**src/design/ppi_mode_pkg.sv**
```systemverilog
//////////////////////////////////////////////////
// Control word fields of the 8255 control port.
// Mode 2 has no encoding here.
// A Group A mode value of 2 behaves as mode 0.
//////////////////////////////////////////////////
`default_nettype none

package ppi_mode_pkg;

    // Group mode code
    typedef logic [1:0] mode_t;

    localparam mode_t MODE_0 = 2'd0;
    localparam mode_t MODE_1 = 2'd1;

    // Direction of a port or a single pin
    localparam logic PORT_INPUT  = 1'b1;
    localparam logic PORT_OUTPUT = 1'b0;

    // Mode set word on the data bus
    localparam int CW_A_MODE_LSB = 5;
    localparam int CW_A_DIR_BIT  = 4;
    localparam int CW_B_MODE_BIT = 2;
    localparam int CW_B_DIR_BIT  = 1;

    // Bit set/reset word
    localparam int BSR_SEL_LSB   = 1;
    localparam int BSR_VALUE_BIT = 0;

endpackage

`default_nettype wire

```
**src/design/ppi_pin_pkg.sv**
```systemverilog
//////////////////////////////////////////////////
// Port C pin roles while a group runs mode 1.
// Port C is fixed at eight pins.
//////////////////////////////////////////////////
`default_nettype none

package ppi_pin_pkg;

    localparam int PC_WIDTH = 8;

    // Group B
    localparam int PC_INTR_B = 0;
    localparam int PC_BUF_B  = 1;   // IBF B or /OBF B
    localparam int PC_HS_B   = 2;   // /STB B or /ACK B

    // Group A
    localparam int PC_INTR_A = 3;
    localparam int PC_STB_A  = 4;
    localparam int PC_IBF_A  = 5;
    localparam int PC_ACK_A  = 6;
    localparam int PC_OBF_A  = 7;

endpackage

`default_nettype wire

```
**src/design/ppi_handshake.sv**
```systemverilog
//////////////////////////////////////////////////
// Mode-1 handshake of one group, combinational next values.
// Only the CPU read level is registered, for edge detection.
//////////////////////////////////////////////////
`timescale 1ns/100ps
`default_nettype none

module ppi_handshake (
    input  wire                  reset,
    input  wire                  clock,
    input  wire ppi_mode_pkg::mode_t mode,
    input  wire                  port_dir,
    input  wire                  inte,
    input  wire                  stb_pin,
    input  wire                  stb_pin_dir,
    input  wire                  ack_pin,
    input  wire                  ack_pin_dir,
    input  wire                  ibf_cur,
    input  wire                  obf_n_cur,
    input  wire                  intr_cur,
    input  wire                  read_port,
    input  wire                  write_port,
    output logic                 strobe,
    output logic                 ack_n,
    output logic                 ibf_next,
    output logic                 obf_n_next,
    output logic                 intr_next
);

    logic stb_n;
    logic read_q;
    logic read_rise;
    logic read_fall;

    // Pins driven by the device read as inactive
    assign stb_n = (stb_pin_dir == ppi_mode_pkg::PORT_INPUT) ? stb_pin : 1'b1;
    assign ack_n = (ack_pin_dir == ppi_mode_pkg::PORT_INPUT) ? ack_pin : 1'b1;
    assign strobe = ~stb_n;

    always_ff @(posedge reset or posedge clock) begin
        if (clock) begin
            read_q <= 1'b0;
        end else begin
            read_q <= read_port;
        end
    end

    assign read_rise = read_port & ~read_q;
    assign read_fall = ~read_port & read_q;

    // Input buffer full
    always_comb begin
        ibf_next = ibf_cur;
        if (port_dir == ppi_mode_pkg::PORT_INPUT) begin
            if (!stb_n) begin
                ibf_next = 1'b1;
            end
            if (read_fall) begin
                ibf_next = 1'b0;
            end
        end
    end

    // Output buffer full, active low
    always_comb begin
        obf_n_next = obf_n_cur;
        if (port_dir == ppi_mode_pkg::PORT_OUTPUT) begin
            if (write_port) begin
                obf_n_next = 1'b0;
            end
            if (!ack_n) begin
                obf_n_next = 1'b1;
            end
        end
    end

    always_comb begin
        intr_next = intr_cur;
        if (mode == ppi_mode_pkg::MODE_1) begin
            if (port_dir == ppi_mode_pkg::PORT_INPUT) begin
                if (stb_n && ibf_next && inte) begin
                    intr_next = 1'b1;
                end
                if (read_rise) begin
                    intr_next = 1'b0;
                end
            end else begin
                if (ack_n && obf_n_next && inte) begin
                    intr_next = 1'b1;
                end
                if (write_port) begin
                    intr_next = 1'b0;
                end
            end
            // Interrupt disabled by INTE
            if (!inte) begin
                intr_next = 1'b0;
            end
        end
    end

    a_read_write_apart: assert property (
        @(posedge reset) disable iff (clock) !(read_port && write_port)
    );

endmodule

`default_nettype wire

```
**src/design/ppi_port_c.sv**
```systemverilog
//////////////////////////////////////////////////
// 8255 Port C, modes 0 and 1 for both groups.
// Mode 2 is not supported. Control register lives outside.
//////////////////////////////////////////////////
`timescale 1ns/100ps
`default_nettype none

module ppi_port_c (
    input  wire                                reset,
    input  wire                                clock,
    input  wire ppi_mode_pkg::mode_t           group_a_mode,
    input  wire ppi_mode_pkg::mode_t           group_b_mode,
    input  wire                                port_a_dir,
    input  wire                                port_b_dir,
    input  wire                                port_c_hi_dir,
    input  wire                                port_c_lo_dir,
    input  wire [7:0]                          data_bus,
    input  wire                                write_port_a,
    input  wire                                write_port_b,
    input  wire                                write_port_c,
    input  wire                                write_port_c_bit,
    input  wire                                update_group_a_mode,
    input  wire                                update_group_b_mode,
    input  wire                                read_port_a,
    input  wire                                read_port_b,
    input  wire [ppi_pin_pkg::PC_WIDTH-1:0]    port_c_in,
    output logic [ppi_pin_pkg::PC_WIDTH-1:0]   port_c_out,
    output logic [ppi_pin_pkg::PC_WIDTH-1:0]   port_c_io,
    output logic [ppi_pin_pkg::PC_WIDTH-1:0]   port_c_read,
    output logic                               port_a_strobe,
    output logic                               port_b_strobe,
    output logic                               port_a_hiz
);

    logic inte_a;
    logic inte_b;
    logic ibf_a_next;
    logic obf_n_a_next;
    logic intr_a_next;
    logic ibf_b_next;
    logic obf_n_b_next;
    logic intr_b_next;
    logic buf_b_next;

    // INTE A sits on the strobe or ack pin of the active direction
    assign inte_a = (port_a_dir == ppi_mode_pkg::PORT_INPUT) ?
                    port_c_out[ppi_pin_pkg::PC_STB_A] : port_c_out[ppi_pin_pkg::PC_ACK_A];
    assign inte_b = port_c_out[ppi_pin_pkg::PC_HS_B];

    // PC1 shares IBF B and /OBF B
    assign buf_b_next = (port_b_dir == ppi_mode_pkg::PORT_INPUT) ? ibf_b_next : obf_n_b_next;

    ppi_handshake handshake_a (
        .reset       (reset),
        .clock       (clock),
        .mode        (group_a_mode),
        .port_dir    (port_a_dir),
        .inte        (inte_a),
        .stb_pin     (port_c_in[ppi_pin_pkg::PC_STB_A]),
        .stb_pin_dir (port_c_io[ppi_pin_pkg::PC_STB_A]),
        .ack_pin     (port_c_in[ppi_pin_pkg::PC_ACK_A]),
        .ack_pin_dir (port_c_io[ppi_pin_pkg::PC_ACK_A]),
        .ibf_cur     (port_c_out[ppi_pin_pkg::PC_IBF_A]),
        .obf_n_cur   (port_c_out[ppi_pin_pkg::PC_OBF_A]),
        .intr_cur    (port_c_out[ppi_pin_pkg::PC_INTR_A]),
        .read_port   (read_port_a),
        .write_port  (write_port_a),
        .strobe      (port_a_strobe),
        .ack_n       (port_a_hiz),
        .ibf_next    (ibf_a_next),
        .obf_n_next  (obf_n_a_next),
        .intr_next   (intr_a_next)
    );

    ppi_handshake handshake_b (
        .reset       (reset),
        .clock       (clock),
        .mode        (group_b_mode),
        .port_dir    (port_b_dir),
        .inte        (inte_b),
        .stb_pin     (port_c_in[ppi_pin_pkg::PC_HS_B]),
        .stb_pin_dir (port_c_io[ppi_pin_pkg::PC_HS_B]),
        .ack_pin     (port_c_in[ppi_pin_pkg::PC_HS_B]),
        .ack_pin_dir (port_c_io[ppi_pin_pkg::PC_HS_B]),
        .ibf_cur     (port_c_out[ppi_pin_pkg::PC_BUF_B]),
        .obf_n_cur   (port_c_out[ppi_pin_pkg::PC_BUF_B]),
        .intr_cur    (port_c_out[ppi_pin_pkg::PC_INTR_B]),
        .read_port   (read_port_b),
        .write_port  (write_port_b),
        .strobe      (port_b_strobe),
        .ack_n       (),
        .ibf_next    (ibf_b_next),
        .obf_n_next  (obf_n_b_next),
        .intr_next   (intr_b_next)
    );

    ppi_portc_dir portc_dir (
        .reset         (reset),
        .clock         (clock),
        .group_a_mode  (group_a_mode),
        .group_b_mode  (group_b_mode),
        .port_a_dir    (port_a_dir),
        .port_b_dir    (port_b_dir),
        .port_c_hi_dir (port_c_hi_dir),
        .port_c_lo_dir (port_c_lo_dir),
        .port_c_io     (port_c_io)
    );

    ppi_portc_latch portc_latch (
        .reset               (reset),
        .clock               (clock),
        .data_bus            (data_bus),
        .write_port_c        (write_port_c),
        .write_port_c_bit    (write_port_c_bit),
        .update_group_a_mode (update_group_a_mode),
        .update_group_b_mode (update_group_b_mode),
        .group_a_mode        (group_a_mode),
        .group_b_mode        (group_b_mode),
        .ibf_a_next          (ibf_a_next),
        .obf_n_a_next        (obf_n_a_next),
        .intr_a_next         (intr_a_next),
        .buf_b_next          (buf_b_next),
        .intr_b_next         (intr_b_next),
        .port_c_out          (port_c_out)
    );

    ppi_portc_readback portc_readback (
        .reset               (reset),
        .clock               (clock),
        .port_c_in           (port_c_in),
        .port_c_out          (port_c_out),
        .port_c_io           (port_c_io),
        .update_group_a_mode (update_group_a_mode),
        .update_group_b_mode (update_group_b_mode),
        .port_c_read         (port_c_read)
    );

endmodule

`default_nettype wire

```
**src/design/ppi_portc_dir.sv**
```systemverilog
//////////////////////////////////////////////////
// Port C pin directions from both group modes.
// A 1 means input. Takes effect one edge after the modes.
//////////////////////////////////////////////////
`timescale 1ns/100ps
`default_nettype none

module ppi_portc_dir (
    input  wire                  reset,
    input  wire                  clock,
    input  wire ppi_mode_pkg::mode_t group_a_mode,
    input  wire ppi_mode_pkg::mode_t group_b_mode,
    input  wire                  port_a_dir,
    input  wire                  port_b_dir,
    input  wire                  port_c_hi_dir,
    input  wire                  port_c_lo_dir,
    output logic [ppi_pin_pkg::PC_WIDTH-1:0] port_c_io
);

    logic [ppi_pin_pkg::PC_WIDTH-1:0] io_next;

    always_comb begin
        // Plain I/O by nibble unless a handshake claims the pin
        io_next = {{4{port_c_hi_dir}}, {4{port_c_lo_dir}}};

        // Group B pins keep the same directions for input and output
        if (group_b_mode == ppi_mode_pkg::MODE_1) begin
            io_next[ppi_pin_pkg::PC_INTR_B] = ppi_mode_pkg::PORT_OUTPUT;
            io_next[ppi_pin_pkg::PC_BUF_B]  = ppi_mode_pkg::PORT_OUTPUT;
            io_next[ppi_pin_pkg::PC_HS_B]   = ppi_mode_pkg::PORT_INPUT;
        end

        if (group_a_mode == ppi_mode_pkg::MODE_1) begin
            io_next[ppi_pin_pkg::PC_INTR_A] = ppi_mode_pkg::PORT_OUTPUT;
            if (port_a_dir == ppi_mode_pkg::PORT_INPUT) begin
                io_next[ppi_pin_pkg::PC_STB_A] = ppi_mode_pkg::PORT_INPUT;
                io_next[ppi_pin_pkg::PC_IBF_A] = ppi_mode_pkg::PORT_OUTPUT;
            end else begin
                io_next[ppi_pin_pkg::PC_ACK_A] = ppi_mode_pkg::PORT_INPUT;
                io_next[ppi_pin_pkg::PC_OBF_A] = ppi_mode_pkg::PORT_OUTPUT;
            end
        end
    end

    always_ff @(posedge reset or posedge clock) begin
        if (clock) begin
            port_c_io <= {ppi_pin_pkg::PC_WIDTH{ppi_mode_pkg::PORT_INPUT}};
        end else begin
            port_c_io <= io_next;
        end
    end

endmodule

`default_nettype wire

```
**src/design/ppi_portc_latch.sv**
```systemverilog
//////////////////////////////////////////////////
// Port C output latch, one register per pin.
// Priority is bit set/reset, full write, mode update, handshake.
//////////////////////////////////////////////////
`timescale 1ns/100ps
`default_nettype none

module ppi_portc_latch (
    input  wire                  reset,
    input  wire                  clock,
    input  wire [7:0]            data_bus,
    input  wire                  write_port_c,
    input  wire                  write_port_c_bit,
    input  wire                  update_group_a_mode,
    input  wire                  update_group_b_mode,
    input  wire ppi_mode_pkg::mode_t group_a_mode,
    input  wire ppi_mode_pkg::mode_t group_b_mode,
    input  wire                  ibf_a_next,
    input  wire                  obf_n_a_next,
    input  wire                  intr_a_next,
    input  wire                  buf_b_next,
    input  wire                  intr_b_next,
    output logic [ppi_pin_pkg::PC_WIDTH-1:0] port_c_out
);

    localparam int SEL_W = $clog2(ppi_pin_pkg::PC_WIDTH);

    ppi_mode_pkg::mode_t              new_a_mode;
    ppi_mode_pkg::mode_t              new_b_mode;
    logic                             new_a_obf_n;
    logic                             new_b_obf_n;
    logic [SEL_W-1:0]                 bsr_sel;
    logic [ppi_pin_pkg::PC_WIDTH-1:0] latch_next;

    // Mode set word decode
    assign new_a_mode = data_bus[ppi_mode_pkg::CW_A_MODE_LSB +: 2];
    assign new_b_mode = data_bus[ppi_mode_pkg::CW_B_MODE_BIT] ?
                        ppi_mode_pkg::MODE_1 : ppi_mode_pkg::MODE_0;

    // /OBF idles high when the new word selects mode-1 output
    assign new_a_obf_n = (new_a_mode == ppi_mode_pkg::MODE_1) &&
                         (data_bus[ppi_mode_pkg::CW_A_DIR_BIT] == ppi_mode_pkg::PORT_OUTPUT);
    assign new_b_obf_n = (new_b_mode == ppi_mode_pkg::MODE_1) &&
                         (data_bus[ppi_mode_pkg::CW_B_DIR_BIT] == ppi_mode_pkg::PORT_OUTPUT);

    assign bsr_sel = data_bus[ppi_mode_pkg::BSR_SEL_LSB +: SEL_W];

    // Later assignments take priority
    always_comb begin
        latch_next = port_c_out;

        if (group_b_mode == ppi_mode_pkg::MODE_1) begin
            latch_next[ppi_pin_pkg::PC_INTR_B] = intr_b_next;
            latch_next[ppi_pin_pkg::PC_BUF_B]  = buf_b_next;
        end

        if (group_a_mode == ppi_mode_pkg::MODE_1) begin
            latch_next[ppi_pin_pkg::PC_INTR_A] = intr_a_next;
            latch_next[ppi_pin_pkg::PC_IBF_A]  = ibf_a_next;
            latch_next[ppi_pin_pkg::PC_OBF_A]  = obf_n_a_next;
        end

        if (update_group_b_mode) begin
            latch_next[ppi_pin_pkg::PC_HS_B:ppi_pin_pkg::PC_INTR_B] = '0;
            latch_next[ppi_pin_pkg::PC_BUF_B] = new_b_obf_n;
        end

        if (update_group_a_mode) begin
            latch_next[ppi_pin_pkg::PC_OBF_A:ppi_pin_pkg::PC_INTR_A] = '0;
            latch_next[ppi_pin_pkg::PC_OBF_A] = new_a_obf_n;
        end

        if (write_port_c) begin
            latch_next = data_bus;
        end

        // Single pin only, the others keep their lower priority update
        if (write_port_c_bit) begin
            latch_next[bsr_sel] = data_bus[ppi_mode_pkg::BSR_VALUE_BIT];
        end
    end

    always_ff @(posedge reset or posedge clock) begin
        if (clock) begin
            port_c_out <= '0;
        end else begin
            port_c_out <= latch_next;
        end
    end

    a_write_kinds_apart: assert property (
        @(posedge reset) disable iff (clock) !(write_port_c && write_port_c_bit)
    );

endmodule

`default_nettype wire

```
**src/design/ppi_portc_readback.sv**
```systemverilog
//////////////////////////////////////////////////
// Registered Port C read value.
// A nibble reads as zero in its group's mode update cycle.
//////////////////////////////////////////////////
`timescale 1ns/100ps
`default_nettype none

module ppi_portc_readback (
    input  wire                                reset,
    input  wire                                clock,
    input  wire [ppi_pin_pkg::PC_WIDTH-1:0]    port_c_in,
    input  wire [ppi_pin_pkg::PC_WIDTH-1:0]    port_c_out,
    input  wire [ppi_pin_pkg::PC_WIDTH-1:0]    port_c_io,
    input  wire                                update_group_a_mode,
    input  wire                                update_group_b_mode,
    output logic [ppi_pin_pkg::PC_WIDTH-1:0]   port_c_read
);

    localparam int HALF = ppi_pin_pkg::PC_WIDTH / 2;

    logic [ppi_pin_pkg::PC_WIDTH-1:0] read_next;

    always_comb begin
        for (int i = 0; i < ppi_pin_pkg::PC_WIDTH; i++) begin
            read_next[i] = (port_c_io[i] == ppi_mode_pkg::PORT_INPUT) ?
                           port_c_in[i] : port_c_out[i];
        end
        if (update_group_a_mode) begin
            read_next[ppi_pin_pkg::PC_WIDTH-1:HALF] = '0;
        end
        if (update_group_b_mode) begin
            read_next[HALF-1:0] = '0;
        end
    end

    always_ff @(posedge reset or posedge clock) begin
        if (clock) begin
            port_c_read <= '0;
        end else begin
            port_c_read <= read_next;
        end
    end

    a_read_known: assert property (
        @(posedge reset) disable iff (clock) !$isunknown(port_c_read)
    );

endmodule

`default_nettype wire

```
**config.mk**
```make
export PLATFORM = sky130hd
export DESIGN_NAME = ppi_port_c
export DESIGN_NICKNAME = d
export VERILOG_FILES = /design/src/design/ppi_mode_pkg.sv /design/src/design/ppi_pin_pkg.sv /design/src/design/ppi_handshake.sv /design/src/design/ppi_port_c.sv /design/src/design/ppi_portc_dir.sv /design/src/design/ppi_portc_latch.sv /design/src/design/ppi_portc_readback.sv
export SDC_FILE = /design/constraint.sdc
export NUM_CORES = 1
export LEC_CHECK = 0
export ABC_AREA = 0
export BUFFER_PORTS_ARGS = -buffer_cell sky130_fd_sc_hd__buf_2
export CAP_MARGIN = 20
export CELL_PAD_IN_SITES_DETAIL_PLACEMENT = 0
export CELL_PAD_IN_SITES_GLOBAL_PLACEMENT = 1
export CORE_ASPECT_RATIO = 0.5
export CORE_MARGIN = 2
export CORE_UTILIZATION = 34
export CTS_BUF_LIST = sky130_fd_sc_hd__clkbuf_4 sky130_fd_sc_hd__clkbuf_8 sky130_fd_sc_hd__clkbuf_16
export DETAILED_ROUTE_END_ITERATION = 16
export PLACE_DENSITY_LB_ADDON = 0.25
export SETUP_SLACK_MARGIN = 0.05
export SKIP_CTS_REPAIR_TIMING = 1
export SYNTH_ARGS = -nofsm -noshare
export SYNTH_HDL_FRONTEND = slang
export SYNTH_HIERARCHICAL = 1
export SYNTH_SLANG_ARGS = --single-unit
```
**constraint.sdc**
```tcl
create_clock -name reset -period 1.9 [get_ports reset]
set_input_delay 0.285 -clock reset [delete_from_list [all_inputs] [get_ports reset]]
set_output_delay 0.285 -clock reset [all_outputs]
set_load 0.005 [all_outputs]
```
==> reports/qor.txt <==
run status = finished clean
antenna viol nets, final = 0
Rows = 16
CTS Buf Count = 3
Post-synth EDFFs = 0
Final Cycle Share = 85.6%
largest net degree at the start of global routing = 15
Initial Utilization = 36.0%
initial antenna violation count = 0
sequential-to-total area share from yosys stat = 44.4%
crit path launch type = flop
Slew @ Worst Pin = 0.339 ns
via count = 1251
io pins = 61
Final Setup Violations = 0
Fin. Hold Viols = 0
share of cells above drive strength 1 = 39.8%
Fill cells = 406
worst r2r path cells = 5
Clock Sinks = 25
Setup Skew = 0.00120 ns
Placer Congestion = 0.789
Core Area = 3960 um^2
Detail Placement HPWL = 2.88 mm
reg2reg end = portc_latch/port_c_out[0]
H-tree Lvls = 1
syn_nets = 178
Multi-input gate area = 728 um^2
most frequent cells in the layout = buf_2 (60), dfrtp_1 (18), nor2_1 (15), inv_1 (13), mux2i_1 (11)
I/O Buffers = 60
Skew-Pair Late Insertion Delay = 0.26 ns
Die Ht = 49.8 um
largest area contributor in the netlist = dfrtp_1
Setup TNS = 0 ns
TritonRoute pass-1 iters = 4
GRT overflow = 0
Mapped Cells = 144
CTS tree = yes
Routed Wire Length = 3.52 mm
clock buffer depth = 2
vias in the first global route = 1125
Leakage = 0.924 nW
DP Worst Slack = 0.296 ns
fmax = 0.615 GHz
Die Area = 4770 um^2
r2r setup slk = 0.27 ns
Synth Area per Inst = 9.92 um^2
Nets = 241
GRT Util Overall = 15.3%
Async SR Flop Fraction = 100%
PnR worst setup slack = 0.274 ns
Crit Reg-Reg Startpoint = portc_dir/port_c_io[2]
Synth warnings = 6
worst hold path type = in2reg
drt wl/cell = 13.5 um
top cell type's share of synthesized area = 31.5%
hold worst-path end = handshake_a/read_q
PD cells = 650 nW/um^2
Slew Viols, Final = 0
Worst setup EP type = flop
max cap viols = 0
Initial DRC Count = 53
first-pass GRT wire length = 5.52 mm
clock transition at the registers of the reported paths = 0.08 ns
commonest non-fill, non-tap cell in the layout = buf_2
Worst EP required = 2.06 ns
Synth Flop Type = dfrtp_1
Hold Crit Depth = 1
post-synthesis cell area = 1430 um^2
RSZ-0062 raised after global routing = no
register area = 634 um^2
Peak VDD IR = 0.317 mV
min-delay src = read_port_a
# DRC = 0
Worst Path Arrival = 1.79 ns
Slew headroom = 77.4%
synth unique cells = 41
critical path fanouts, max = 4
#FFs+latches synth = 25
Clk Tree Root Cell = clkbuf_8
via/cell ratio = 4.81
Area growth syn-to-layout = 28.5%
synth top area cells = dfrtp_1 (32%), dfstp_2 (13%), mux2i_1 (7.7%)
DIE WIDTH = 95.7 um
# diodes = 0
Fin Hold WS = 0.152 ns
Final min period = 1.63 ns
Crit Path Class = reg2reg
logic make-up after synthesis:
group	after synthesis	synth area share, %
mux	15	11.6
simple gates	53	22.4
compound gates	35	16.9
buf+inv	16	4.64
flops	25	44.4
sequential cells by signal, summed over array words and instances (netlist names):
signal,cells
handshake_a/read_q,1
handshake_b/read_q,1
portc_dir/port_c_io,7
portc_latch/port_c_out,8
portc_readback/port_c_read,8
layout make-up:
cell class / count / area share [%]
Inverter: 13 / 2.66
Multi-Input combinational cell: 103 / 39.7
Tap cell: 54 / 3.68
Sequential cell: 25 / 34.6
Timing Repair Buffer: 61 / 16.9
Clock buffer: 3 / 2.25
Clock inverter: 1 / 0.273
layer usage:
layer,GRT usage [%],up-vias,wire [um]
met3,4.13,2,182
li1,-,633,-
met5,0,-,0
met2,23.2,33,1550
met4,2.86,0,22
met1,22.0,583,1760
stage by stage:
| step | instance area, um^2 | total power [mW] | utilization [%] | cells |
|---|---|---|---|---|
| final | 1840 | 1.19 | 46.3 | 260 |
| after global routing | 1840 | 1.28 | 46.3 | 260 |
| after CTS | 1830 | 1.21 | 46.1 | 259 |
| after detailed placement | 1780 | 0.901 | 44.9 | 255 |
| after global placement | 1780 | 0.897 | 44.9 | 255 |
| after floorplan | 1430 | 0.768 | - | 144 |
worst max-delay path by stage:
stage                                 startpoint                   endpoint  slack [ns]  cells after the start
final                     portc_dir/port_c_io[2]  portc_latch/port_c_out[0]        0.27                      5
after global routing      portc_dir/port_c_io[2]  portc_latch/port_c_out[1]        0.12                      7
after global placement    portc_dir/port_c_io[2]  portc_latch/port_c_out[0]        0.31                      5
after floorplan           portc_dir/port_c_io[2]  portc_latch/port_c_out[1]        0.39                      7
after detailed placement  portc_dir/port_c_io[2]  portc_latch/port_c_out[0]        0.30                      5
after CTS                 portc_dir/port_c_io[2]  portc_latch/port_c_out[0]        0.27                      5
cell usage after synthesis (2+ instances only):
cell,instances
dfrtp_1,18
nor2_1,15
inv_1,13
mux2i_1,11
a21oi_1,8
dfstp_2,7
nand2_1,6
nand2b_1,6
o21ai_0,6
a31oi_1,5
and2_1,4
nor2b_1,4
a311oi_1,3
mux2_4,3
a211o_1,2
a22oi_1,2
buf_2,2
nand2b_2,2
nand3_1,2
nand3b_1,2
nor2b_4,2
nor3_1,2
critical path: stages, from the launching register on:
cell	delay, ns
dfstp_2	0.39
nor2b_1	0.15
a211o_1	0.27
a311oi_1	0.30
mux2i_1	0.12
o41ai_1	0.29
power by group:
group / switching, mW / total [mW] / internal, mW
clock: 0.158 / 0.304 / 0.146
sequential: 0.0386 / 0.619 / 0.580
combinational: 0.132 / 0.271 / 0.139
total: 0.328 / 1.19 / 0.865
Power figures use the tool's default switching activity.
